**src/source/CachePkg.sv**
```systemverilog
`default_nettype none

package CachePkg;

    // Data word and byte address
    typedef logic [31:0] tWord;
    typedef logic [31:0] tAddr;

    // Processor request, held stable by the CPU while Stall is high
    typedef struct packed {
        logic En;
        logic Rw;       // 1 = store
        tAddr Addr;
        tWord WrData;
    } tCpuReq;

    // Array control from the miss controller
    typedef struct packed {
        logic WordWrite;    // single word store on a hit
        logic LineWrite;    // whole line from the fill buffer
        logic Merge;        // overlay the store word on the filled line
        tWord MergeData;
    } tCacheCmd;

    // Read miss FSM
    typedef enum logic [2:0] {
        RdIdle,
        RdMissDirty,
        RdMissClean,
        RdWaitDirty,
        RdWaitClean,
        RdWriteLine
    } tReadState;

    // Write miss FSM
    typedef enum logic [2:0] {
        WrIdle,
        WrFillRw,
        WrFillR,
        WrMergeLine,
        WrWriteWait
    } tWriteState;

endpackage

`default_nettype wire
```
**src/source/MemBusPkg.sv**
```systemverilog
`default_nettype none

package MemBusPkg;

    import CachePkg::*;

    // Line request towards memory, Req is a single cycle pulse
    typedef struct packed {
        logic       Req;
        tAddr       LineAddr;   // offset bits zero
        logic [2:0] CrtOffset;  // word the CPU is waiting for
    } tFillReq;

    // One returned word per Valid strobe, wrapping from CrtOffset
    typedef struct packed {
        logic Valid;
        tWord Data;
    } tFillRsp;

    // Writeback beat, Valid held until WbReady
    typedef struct packed {
        logic Valid;
        tAddr Addr;
        tWord Data;
    } tWbBeat;

endpackage

`default_nettype wire

```
**src/source/LineFillBuffer.sv**
```systemverilog
`timescale 1ns/1ns
`default_nettype none

module LineFillBuffer import CachePkg::*; import MemBusPkg::*; #(
    parameter int WordsPerLine = 8
) (
    input  wire          Clk,
    input  wire          rst,
    input  wire          FillStart,
    input  wire tAddr    Addr,
    input  wire tFillRsp FillRsp,
    output tFillReq      FillReq,
    output tWord         FillLine [WordsPerLine],
    output tAddr         FillAddr,
    output tWord         CrtWord,
    output logic         FillFirstWord,
    output logic         FillCompleted,
    output logic         FillBusy
);

    localparam int OffBits = $clog2(WordsPerLine);
    localparam int IdxLo   = OffBits + 2;

    logic               Busy;
    logic               ReqPulse;
    logic               Accept;
    logic [OffBits-1:0] CrtOff;
    logic [OffBits-1:0] RxCount;
    logic [OffBits-1:0] WrOff;
    tAddr               LineBase;
    tWord               Words [WordsPerLine];

    assign Accept = Busy && FillRsp.Valid;

    // Wrap order, starting at the critical word
    assign WrOff = CrtOff + RxCount;

    assign FillFirstWord = Accept && (RxCount == '0);
    assign FillCompleted = Accept && (RxCount == OffBits'(WordsPerLine - 1));
    assign FillBusy      = Busy;
    // Critical word bypass
    assign CrtWord       = FillRsp.Data;
    assign FillAddr      = LineBase;
    assign FillLine      = Words;

    always_comb begin
        FillReq.Req       = ReqPulse;
        FillReq.LineAddr  = LineBase;
        FillReq.CrtOffset = 3'(CrtOff);
    end

    always_ff @(posedge Clk) begin
        if (rst) begin
            Busy     <= 1'b0;
            ReqPulse <= 1'b0;
            RxCount  <= '0;
        end else begin
            // Request goes out the cycle after the miss
            ReqPulse <= FillStart;
            if (FillStart) begin
                Busy    <= 1'b1;
                RxCount <= '0;
            end else if (Accept) begin
                RxCount <= RxCount + 1'b1;
                if (FillCompleted) begin
                    Busy <= 1'b0;
                end
            end
        end
    end

    always_ff @(posedge Clk) begin
        if (FillStart) begin
            LineBase <= {Addr[31:IdxLo], {IdxLo{1'b0}}};
            CrtOff   <= Addr[IdxLo-1:2];
        end
        if (Accept) begin
            Words[WrOff] <= FillRsp.Data;
        end
    end

endmodule

`default_nettype wire

```
**config.mk**
```make
export PLATFORM = sky130hd
export DESIGN_NAME = LineFillBuffer
export DESIGN_NICKNAME = d
export VERILOG_FILES = /design/src/source/CachePkg.sv /design/src/source/MemBusPkg.sv /design/src/source/LineFillBuffer.sv
export SDC_FILE = /design/constraint.sdc
export NUM_CORES = 1
export LEC_CHECK = 0
export ABC_AREA = 1
export BUFFER_PORTS_ARGS = -buffer_cell sky130_fd_sc_hd__buf_2
export CORE_AREA = 2 2 168 170
export DETAILED_ROUTE_END_ITERATION = 16
export DIE_AREA = 0 0 170 172
export MAX_ROUTING_LAYER = met4
export PLACE_DENSITY_LB_ADDON = 0.08
export SYNTH_ARGS = -nofsm -noshare
export SYNTH_HDL_FRONTEND = slang
export SYNTH_SLANG_ARGS = --single-unit
```
**constraint.sdc**
```tcl
create_clock -name Clk -period 3.6 [get_ports Clk]
set_input_delay 0.9 -clock Clk [delete_from_list [all_inputs] [get_ports Clk]]
set_output_delay 0.9 -clock Clk [all_outputs]
set_load 0.03 [all_outputs]
```
==> results by group <==
Drt
  – Routed length per placed instance: 20.4 um
  – Vias: 5126
  – DRC: 0
  – Remaining antenna violation count after routing: 0
  – Mean number of vias per cell: 4.34
  – 1st-pass router iterations: 5
  – Final WL: 24.1 mm
  – DR iter-0 viols: 317

STA
  – Slew headroom: 51.1%
  – Endpoints failing setup: 0
  – Final TNS setup: 0 ps
  – Hold slack: 525 ps
  – Fin. Hold Viols: 0
  – Fin crit share: 69.9%
  – Tightest Pin Transition: 734 ps
  – Achievable Freq: 397 MHz
  – RSZ-0062 raised after global routing: no
  – Final clock skew: 13.0 ps
  – Min cycle time layout: 2520 ps
  – Final Max Tran Viols: 0

Layout
  – Util after Layout: 46.3%
  – Commonest non-fill, non-tap cell in the layout: buf_2
  – Final nets: 884
  – Area grow syn2layout: 34.0%
  – Diode count: 0
  – Most frequent cells in the layout: 414 x buf_2, 286 x edfxtp_1, 31 x clkbuf_16
  – Share of layout cells above drive strength 1: 57.4%

Clock tree
  – Resized cells post-CTS: 0
  – Clock Pin Slew Worst Setup and Hold Paths: 60 ps
  – Clock root buffer: clkbuf_16
  – Clock Tree Buf Depth: 3
  – TritonCTS clock tree: built
  – Worst-Skew Late Latency: 550 ps
  – H-Tree Depth: 1
  – Hold-fix buffers at CTS: 0
  – Clock Sinks: 291
  – CTS Buf Count: 31
  – Post-CTS setup repair buffer count: 0

Die
  – Core area: 27500 sq um
  – Die width: 170 um
  – DIE AREA: 29200 sq um
  – I/O pins: 427
  – Starting Density: 34.5%
  – Std-Cell Rows: 61
  – Die height: 172 um

Global route
  – Vias in the first global route: 5278
  – GRT Util Overall: 16.2%
  – First-pass GRT wire length: 33.5 mm
  – Congestion Overflow GR: 0
  – Largest net degree at the start of global routing: 34
  – Initial antenna violation count: 0

Job
  – Number of max-cap violations: 0

Worst setup path
  – Crit path launch type: register
  – Worst EP required: 3840 ps
  – Setup CP Type: reg -> reg
  – FF-to-FF Start: CrtOff[0]
  – Arrival time at the worst endpoint: 2760 ps
  – Worst-path fanout max: 19
  – Critical Path End Type: register
  – CP Launch Point: CrtOff[0]

Hold path
  – Hold Crit Start: Addr[27]
  – HP Class: in -> reg

Placed design
  – Port bufs: 414
  – DP HPWL: 16.6 mm
  – GPL Wtd Cong: 0.775

Power
  – Total power: 7.44 mW
  – Leakage: 5.03 nW
  – Peak VDD IR: 0.000420 V
  – Cell Pwr Density: 585 nW/um^2

Outcome
  – Status: complete, no violations

Synthesis
  – Seq/Total Area, Yosys: 91.6%
  – Synth warn: 0
  – Yosys cell types: 14
  – Mapped Avg Cell Area: 22.9 sq um
  – Flops & latches, synth: 291
  – Mapped Cells: 414
  – Post-Syn Area: 9490 sq um
sequential cells by signal, summed over array words and instances (netlist names):
name,flops
FillLine,256
RxCount,3
ReqPulse,1
CrtOff,3
FillAddr,27
FillBusy,1
synthesized netlist by cell type:
master	count	area share, %
inv_1	11	0.44
o21ai_0	3	0.16
nand2_2	2	0.13
nand3_1	6	0.32
conb_1	1	0.040
or2_4	1	0.092
buf_4	70	5.5
edfxtp_1	286	91
ha_1	4	0.53
nand2_1	7	0.28
nor2_1	14	0.55
fa_1	1	0.21
a21oi_1	3	0.16
dfxtp_1	5	1.1
kinds of logic (layout without fill, tap and decap cells):
group                      after synthesis  in the layout  share of synthesized area, %
adders and majority gates                5              5                         0.738
other                                    1             10                        0.0395
buffers and inverters                   81            494                          5.97
AOI/OAI and AO/OA                        6              6                         0.316
and+or+nand+nor                         30             30                          1.37
DFF                                    291            291                          91.6
final timing paths:
path | end | slack (ps) | cells after the start
max | FillLine[55] | 1080 | 7
min | FillAddr[27] | 520 | 1
max reg2reg | FillLine[55] | 1080 | 7
min reg2reg | RxCount[0] | 540 | 2
routing by layer:
layer / wire length [um] / part of all wire, % / global-route usage (%) / up-vias
met2: 12000 / 50 / 27.1 / 244
met5: 0 / 0 / - / -
met3: 1880 / 7.8 / 4.51 / 41
met1: 9580 / 40 / 19.3 / 2555
met4: 698 / 2.9 / 5.17 / 0
li1: - / - / - / 2286
where the power goes:
group          internal, mW  switching (mW)
clock                  1.86            1.26
combinational         0.110           0.382
sequential             3.80          0.0240
total                  5.77            1.67
critical path, stage by stage (launching register included):
cell,delay [ps]
edfxtp_1,410
ha_1,210
inv_1,70
fa_1,440
inv_1,90
nand3_1,180
nor2_4,530
buf_12,270
final cells by class:
class                      count  area, sq um
inverter                      11         41.3
sequential                   291         8690
tap                          346          433
clock buffer                  36          795
fill                        2406        14800
multi-input combinational     51          328
clock inverter                22          214
timing repair buffer         425         2220
metrics by stage:
step / setup slack (ps) / area (sq um) / instances
after CTS: 1030 / 12700 / 1182
after floorplan: 382 / 9520 / 423
after global placement: 956 / 11700 / 1124
after global routing: 870 / 12700 / 1182
final: 1080 / 12700 / 1182
after detailed placement: 933 / 11700 / 1124
Power figures use the tool's default switching activity.
