===== config.mk =====
export PLATFORM = sky130hd
export DESIGN_NAME = CacheControl
export DESIGN_NICKNAME = d
export VERILOG_FILES = /design/src/source/CachePkg.sv /design/src/source/CacheControl.sv
export SDC_FILE = /design/constraint.sdc
export NUM_CORES = 1
export LEC_CHECK = 0
export BUFFER_PORTS_ARGS = -buffer_cell sky130_fd_sc_hd__buf_2
export CORE_ASPECT_RATIO = 0.6
export CORE_MARGIN = 2
export CORE_UTILIZATION = 40
export CTS_BUF_LIST = sky130_fd_sc_hd__clkbuf_4 sky130_fd_sc_hd__clkbuf_8
export CTS_CLUSTER_SIZE = 30
export DETAILED_ROUTE_END_ITERATION = 12
export GPL_TIMING_DRIVEN = 0
export PLACE_DENSITY = 0.95
export SYNTH_ARGS = -nofsm -noshare
export SYNTH_HDL_FRONTEND = slang
export SYNTH_SLANG_ARGS = --single-unit

===== constraint.sdc =====
create_clock -name Clk -period 3.6 [get_ports Clk]
set_clock_uncertainty 0.1 [all_clocks]
set_input_delay 0.18 -clock Clk [delete_from_list [all_inputs] [get_ports Clk]]
set_output_delay 0.18 -clock Clk [all_outputs]
set_load 0.05 [all_outputs]

===== src/source/CachePkg.sv =====
`default_nettype none

package CachePkg;

    // Data word and byte address
    typedef logic [31:0] tWord;
    typedef logic [31:0] tAddr;

    // Processor request, held stable by the CPU while Stall is high
    typedef struct packed {
        logic En;
        logic Rw;       // 1 = store
        tAddr Addr;
        tWord WrData;
    } tCpuReq;

    // Array control from the miss controller
    typedef struct packed {
        logic WordWrite;    // single word store on a hit
        logic LineWrite;    // whole line from the fill buffer
        logic Merge;        // overlay the store word on the filled line
        tWord MergeData;
    } tCacheCmd;

    // Read miss FSM
    typedef enum logic [2:0] {
        RdIdle,
        RdMissDirty,
        RdMissClean,
        RdWaitDirty,
        RdWaitClean,
        RdWriteLine
    } tReadState;

    // Write miss FSM
    typedef enum logic [2:0] {
        WrIdle,
        WrFillRw,
        WrFillR,
        WrMergeLine,
        WrWriteWait
    } tWriteState;

endpackage

`default_nettype wire

===== src/source/CacheControl.sv =====
`timescale 1ns/1ns
`default_nettype none

module CacheControl import CachePkg::*; #(
    parameter int NumLines     = 128,
    parameter int WordsPerLine = 8
) (
    input  wire         Clk,
    input  wire         rst,
    input  wire tCpuReq CpuReq,
    input  wire         Hit,
    input  wire         VictimDirty,
    input  wire         FillFirstWord,
    input  wire         FillCompleted,
    input  wire         FillBusy,
    input  wire         WbCompleted,
    output logic        Stall,
    output tCacheCmd    CacheCmd,
    output logic        FillStart,
    output logic        WbStart,
    output logic        ServeFill
);

    // Line index field of the byte address
    localparam int IdxLo = $clog2(WordsPerLine) + 2;
    localparam int IdxHi = IdxLo + $clog2(NumLines) - 1;

    tReadState  ReadState;
    tWriteState WriteState;

    logic               FillPending;
    logic [IdxHi:IdxLo] FillIdx;
    logic               FillSeen;
    logic               WbSeen;
    logic               SameLine;
    logic               StartMiss;
    logic               FillOk;
    logic               WbOk;
    logic               CrtWait;

    // Request targets the line currently being refilled
    assign SameLine = FillPending && (CpuReq.Addr[IdxHi:IdxLo] == FillIdx);

    // One miss in flight at a time
    assign StartMiss = CpuReq.En && !Hit && !FillPending && !FillBusy && (WriteState == WrIdle);

    // Completion seen now or in an earlier cycle
    assign FillOk = FillSeen || FillCompleted;
    assign WbOk   = WbSeen || WbCompleted;

    assign CrtWait   = (ReadState == RdMissDirty) || (ReadState == RdMissClean);
    assign FillStart = StartMiss;
    assign WbStart   = StartMiss && VictimDirty;
    assign ServeFill = CrtWait && FillFirstWord;

    // Stall generation
    always_comb begin
        if (CrtWait) begin
            // Released by the critical word
            Stall = !FillFirstWord;
        end else if (WriteState != WrIdle) begin
            Stall = 1'b1;
        end else begin
            // Any miss, or any access to the filling line
            Stall = CpuReq.En && (SameLine || !Hit);
        end
    end

    // Array commands
    always_comb begin
        CacheCmd.WordWrite = CpuReq.En && CpuReq.Rw && Hit && !Stall;
        CacheCmd.LineWrite = (ReadState == RdWriteLine) || (WriteState == WrMergeLine);
        CacheCmd.Merge     = (WriteState == WrMergeLine);
        CacheCmd.MergeData = CpuReq.WrData;
    end

    //////////////////////////////////////////////////////////////////////
    // Fill bookkeeping
    //////////////////////////////////////////////////////////////////////

    always_ff @(posedge Clk) begin
        if (rst) begin
            FillPending <= 1'b0;
            FillSeen    <= 1'b0;
            WbSeen      <= 1'b0;
        end else if (StartMiss) begin
            FillPending <= 1'b1;
            FillSeen    <= 1'b0;
            WbSeen      <= 1'b0;
        end else begin
            // Pending until the line lands in the array
            if (CacheCmd.LineWrite) begin
                FillPending <= 1'b0;
            end
            if (FillCompleted) begin
                FillSeen <= 1'b1;
            end
            if (WbCompleted) begin
                WbSeen <= 1'b1;
            end
        end
    end

    always_ff @(posedge Clk) begin
        if (StartMiss) begin
            FillIdx <= CpuReq.Addr[IdxHi:IdxLo];
        end
    end

    //////////////////////////////////////////////////////////////////////
    // Read miss FSM
    //////////////////////////////////////////////////////////////////////

    always_ff @(posedge Clk) begin
        if (rst) begin
            ReadState <= RdIdle;
        end else begin
            case (ReadState)
                RdIdle: begin
                    if (StartMiss && !CpuReq.Rw) begin
                        ReadState <= VictimDirty ? RdMissDirty : RdMissClean;
                    end
                end
                RdMissDirty: begin
                    if (FillFirstWord) begin
                        ReadState <= RdWaitDirty;
                    end
                end
                RdMissClean: begin
                    if (FillFirstWord) begin
                        ReadState <= RdWaitClean;
                    end
                end
                // CPU runs on, rest of line and victim still moving
                RdWaitDirty: begin
                    if (FillOk && WbOk) begin
                        ReadState <= RdWriteLine;
                    end
                end
                RdWaitClean: begin
                    if (FillOk) begin
                        ReadState <= RdWriteLine;
                    end
                end
                RdWriteLine: ReadState <= RdIdle;
                default:     ReadState <= RdIdle;
            endcase
        end
    end

    //////////////////////////////////////////////////////////////////////
    // Write miss FSM
    //////////////////////////////////////////////////////////////////////

    always_ff @(posedge Clk) begin
        if (rst) begin
            WriteState <= WrIdle;
        end else begin
            case (WriteState)
                WrIdle: begin
                    if (StartMiss && CpuReq.Rw) begin
                        WriteState <= VictimDirty ? WrFillRw : WrFillR;
                    end else if (CpuReq.En && CpuReq.Rw && SameLine) begin
                        // Store into the line a read miss is refilling
                        WriteState <= WrWriteWait;
                    end
                end
                WrFillRw: begin
                    if (FillOk && WbOk) begin
                        WriteState <= WrMergeLine;
                    end
                end
                WrFillR: begin
                    if (FillOk) begin
                        WriteState <= WrMergeLine;
                    end
                end
                // Store then hits and completes the cycle after
                WrMergeLine: WriteState <= WrIdle;
                WrWriteWait: begin
                    if (!FillPending) begin
                        WriteState <= WrIdle;
                    end
                end
                default: WriteState <= WrIdle;
            endcase
        end
    end

endmodule

`default_nettype wire


==> impl_metrics.yaml <==
outcome:
  run_status: "completed"
min_path:
  holdCritStartpoint: "CpuReq[38]"
  hold_class: "input port to flip-flop"
setup_path:
  rrSetupSlack_ps: 2190
  worst_setup_path_endpoint: "Stall"
  critical-path-max-stage-delay_ps: 380
  crit_path_top_delay_cell: "edfxtp_1"
  timing.critical_path.required_ps: 3320
  critical_path.cell_chain: "xnor2_1 -> nand4_1 -> nor2_1 -> o221a_2 -> buf_2"
  end_kind: "output port"
  r2r.worst_path.cells: 5
  setup.worst_path.start: "FillIdx[9]"
  critical_path_source_type: "flip-flop"
  critical_path_data_arrival_time_ps: 1690
  path_max_fanout: 3
  worstSetupPathType: "flip-flop to output port"
  critical_path.reg2reg.startpoint: "FillPending"
  crit-reg2reg-capture: "ReadState[1]"
pwr:
  powerDensity_nw_per_um2: 372
  netSwitchingPower_mw: 0.200
  cellLeakagePower_nw: 0.714
  power_report.internal_total_mw: 0.366
  combPwrFrac: 0.354
  peakVddDrop_mv: 0.128
  seq_pwr_share: 0.366
  share_clk_of_total_power: 0.280
  netSwitchingFraction: 0.354
grt:
  grt_util_all_layers: 0.152
  grt_first_pass_wirelength_microns: 3690
  number_of_antenna_violations_at_the_first_check_in_global_routing: 0
  grt.overflow.total: 0
  grt_max_degree: 14
  first_global_vias: 833
finish:
  final_util: 0.541
  fillers: 255
  post_route_cells_drive_above_1_share: 0.578
  area.growth.synth_to_final_pct: 31.9
  num-nets-final: 255
  num_antenna_cells: 0
sta:
  slew-limit-headroom: 0.737
  clock.fmax_ghz: 0.507
  finalCritPeriodShare: 0.548
  finalCriticalPeriod_ps: 1970
  count_of_final_setup_violators: 0
  final_hold_viol_count: 0
  setup_repair_after_global_routing_missed_its_margin: "no"
  tns_ps: 0
  layout_setup_ws_ps: 1630
  timing.final.max_slew_violations: 0
  worst-slew-pin-transition_ps: 395
synthesis:
  synth_seq_area_share: 0.338
  synth-edff-count: 7
  yosys_most_used_dff: "dfxtp_1"
  synth_area_per_cell_sq_um: 9.47
  synthesis.area_sq_um: 1150
  postSynthRegisterBits: 16
  netlist.top_cell.by_area: "buf_4"
  synth_warnings: 0
  synthDistinctLibCells: 40
  yosysTopAreaCellShare: 0.215
  yosys-top-cells-area: "buf_4 (21%), edfxtp_1 (18%), dfxtp_1 (16%)"
  syn_inst: 122
  synthesis.nets: 196
  ys_async_sr_fraction: 0
cts:
  clock_tree.htree_level_count: 1
  cts_post_setup_buffers_inserted: 0
  ctsHoldBuffers: 0
  cts-resized-gates: 0
  cts_inserted_buffers: 3
  tritoncts: "done"
  cts_num_sinks: 16
  path_clk_slew_ps: 60
  clk-insertion-delay-late_ps: 250
  longest_clk_path_bufs: 2
  cts_root_buf: "clkbuf_8"
drt:
  drt_iter0_drc: 80
  drtAntennaViolNets: 0
  vias_per_cell: 4.65
  drc: 0
  detail_route.wirelength_microns: 2470
  routed-via-count: 996
  drt-wirelength-per-cell_microns: 11.5
  drt_pass1_iterations: 4
place:
  weighted_congestion_at_the_end_of_routability_driven_global_placement: 0.860
  numPortBuffers: 54
  place_hpwl_microns: 2040
  dpl_worst_slack_ps: 1900
floorplan:
  start_util: 0.410
  die_area_sq_um: 3350
  io-pin-count: 113
  num_rows: 15
  fp.coreArea_sq_um: 2820
  die_height_microns: 45.6
  chipWidth_microns: 73.4
flow_run:
  max_cap_viol_count: 0
## per-layer routing
layer  global-route usage  up-vias  wire length, microns
met2                0.216       41                  1140
met3               0.0420        5                   214
met5                    0        -                     0
met1                0.207      441                  1060
met4               0.0873        0                    56
li1                     -      509                     -
## cell families (layout without fill, tap and decap cells)
group | count (synthesis) | in the layout | synth area share
buffers and inverters | 42 | 100 | 0.263
flip-flops | 16 | 16 | 0.338
AO/OA/AOI/OAI | 24 | 24 | 0.169
multiplexers | 1 | 1 | 0.00867
AND/OR/NAND/NOR | 31 | 31 | 0.160
XOR/XNOR | 8 | 8 | 0.0607
## how the worst min path moves through the flow
stage / cells past startpoint / slack, ps / end
after detailed placement: 1 / 290 / FillIdx[6]
after floorplan: 0 / 180 / FillIdx[10]
after global routing: 1 / 30 / FillIdx[10]
final: 1 / 30 / FillIdx[6]
after CTS: 1 / 30 / FillIdx[6]
after global placement: 1 / 290 / FillIdx[11]
## state kept, by name (all words and copies together) (netlist names)
name,cells
ReadState,3
FillPending,1
WriteState,3
WbSeen,1
FillSeen,1
FillIdx,7
## through the flow
step	hold WS [ps]	total power, mW	std cells	cell area (sq um)
floorplan	179	0.369	122	1150
global placement	288	0.408	210	1470
detailed placement	292	0.411	210	1470
CTS	27.3	0.569	214	1520
global route	26.4	0.589	214	1520
finish	27.7	0.566	214	1520
## power by group through the flow
stage | Clock [mW] | Combinational, mW | Sequential [mW]
after floorplan | 0 | 0.160 | 0.209
after global placement | 0 | 0.198 | 0.210
after detailed placement | 0 | 0.201 | 0.211
after CTS | 0.162 | 0.201 | 0.207
after global routing | 0.167 | 0.213 | 0.208
final | 0.158 | 0.201 | 0.207
## layout make-up
type / instances / area (sq um) / share of cell area
Inverter: 5 / 18.8 / 0.0123
Sequential cell: 16 / 390 / 0.256
Clock buffer: 4 / 55.1 / 0.0362
Tap cell: 34 / 42.5 / 0.0279
Buffer: 37 / 285 / 0.187
Multi-Input combinational cell: 64 / 460 / 0.302
Timing Repair Buffer: 54 / 270 / 0.177
## placed cells by master (no fill, tap or decap), types with 2 or more instances in the layout
cell type  count
buf_2         54
buf_4         33
dfxtp_1        9
xnor2_1        8
nor2_1         8
edfxtp_1       7
inv_1          5
nand3_1        5
a21oi_1        5
o21ai_0        4
clkbuf_8       4
buf_6          3
nor3_1         3
and3_1         2
nand4_1        2
o31ai_1        2
## cell usage after synthesis (2+ instances only)
cell / n
a21oi_1: 5
and3_1: 2
buf_4: 33
buf_6: 3
dfxtp_1: 9
edfxtp_1: 7
inv_1: 5
nand3_1: 5
nand4_1: 2
nor2_1: 8
nor3_1: 3
o21ai_0: 4
o31ai_1: 2
xnor2_1: 8
## critical path, delay by kind of cell (launching register included)
family / cells / cell delay (ps)
AOI/OAI and AO/OA: 1 / 230
and+or+nand+nor: 2 / 390
buffers and inverters: 1 / 250
xor gates and xnor gates: 1 / 190
DFF: 1 / 380
Power figures use the tool's default switching activity.
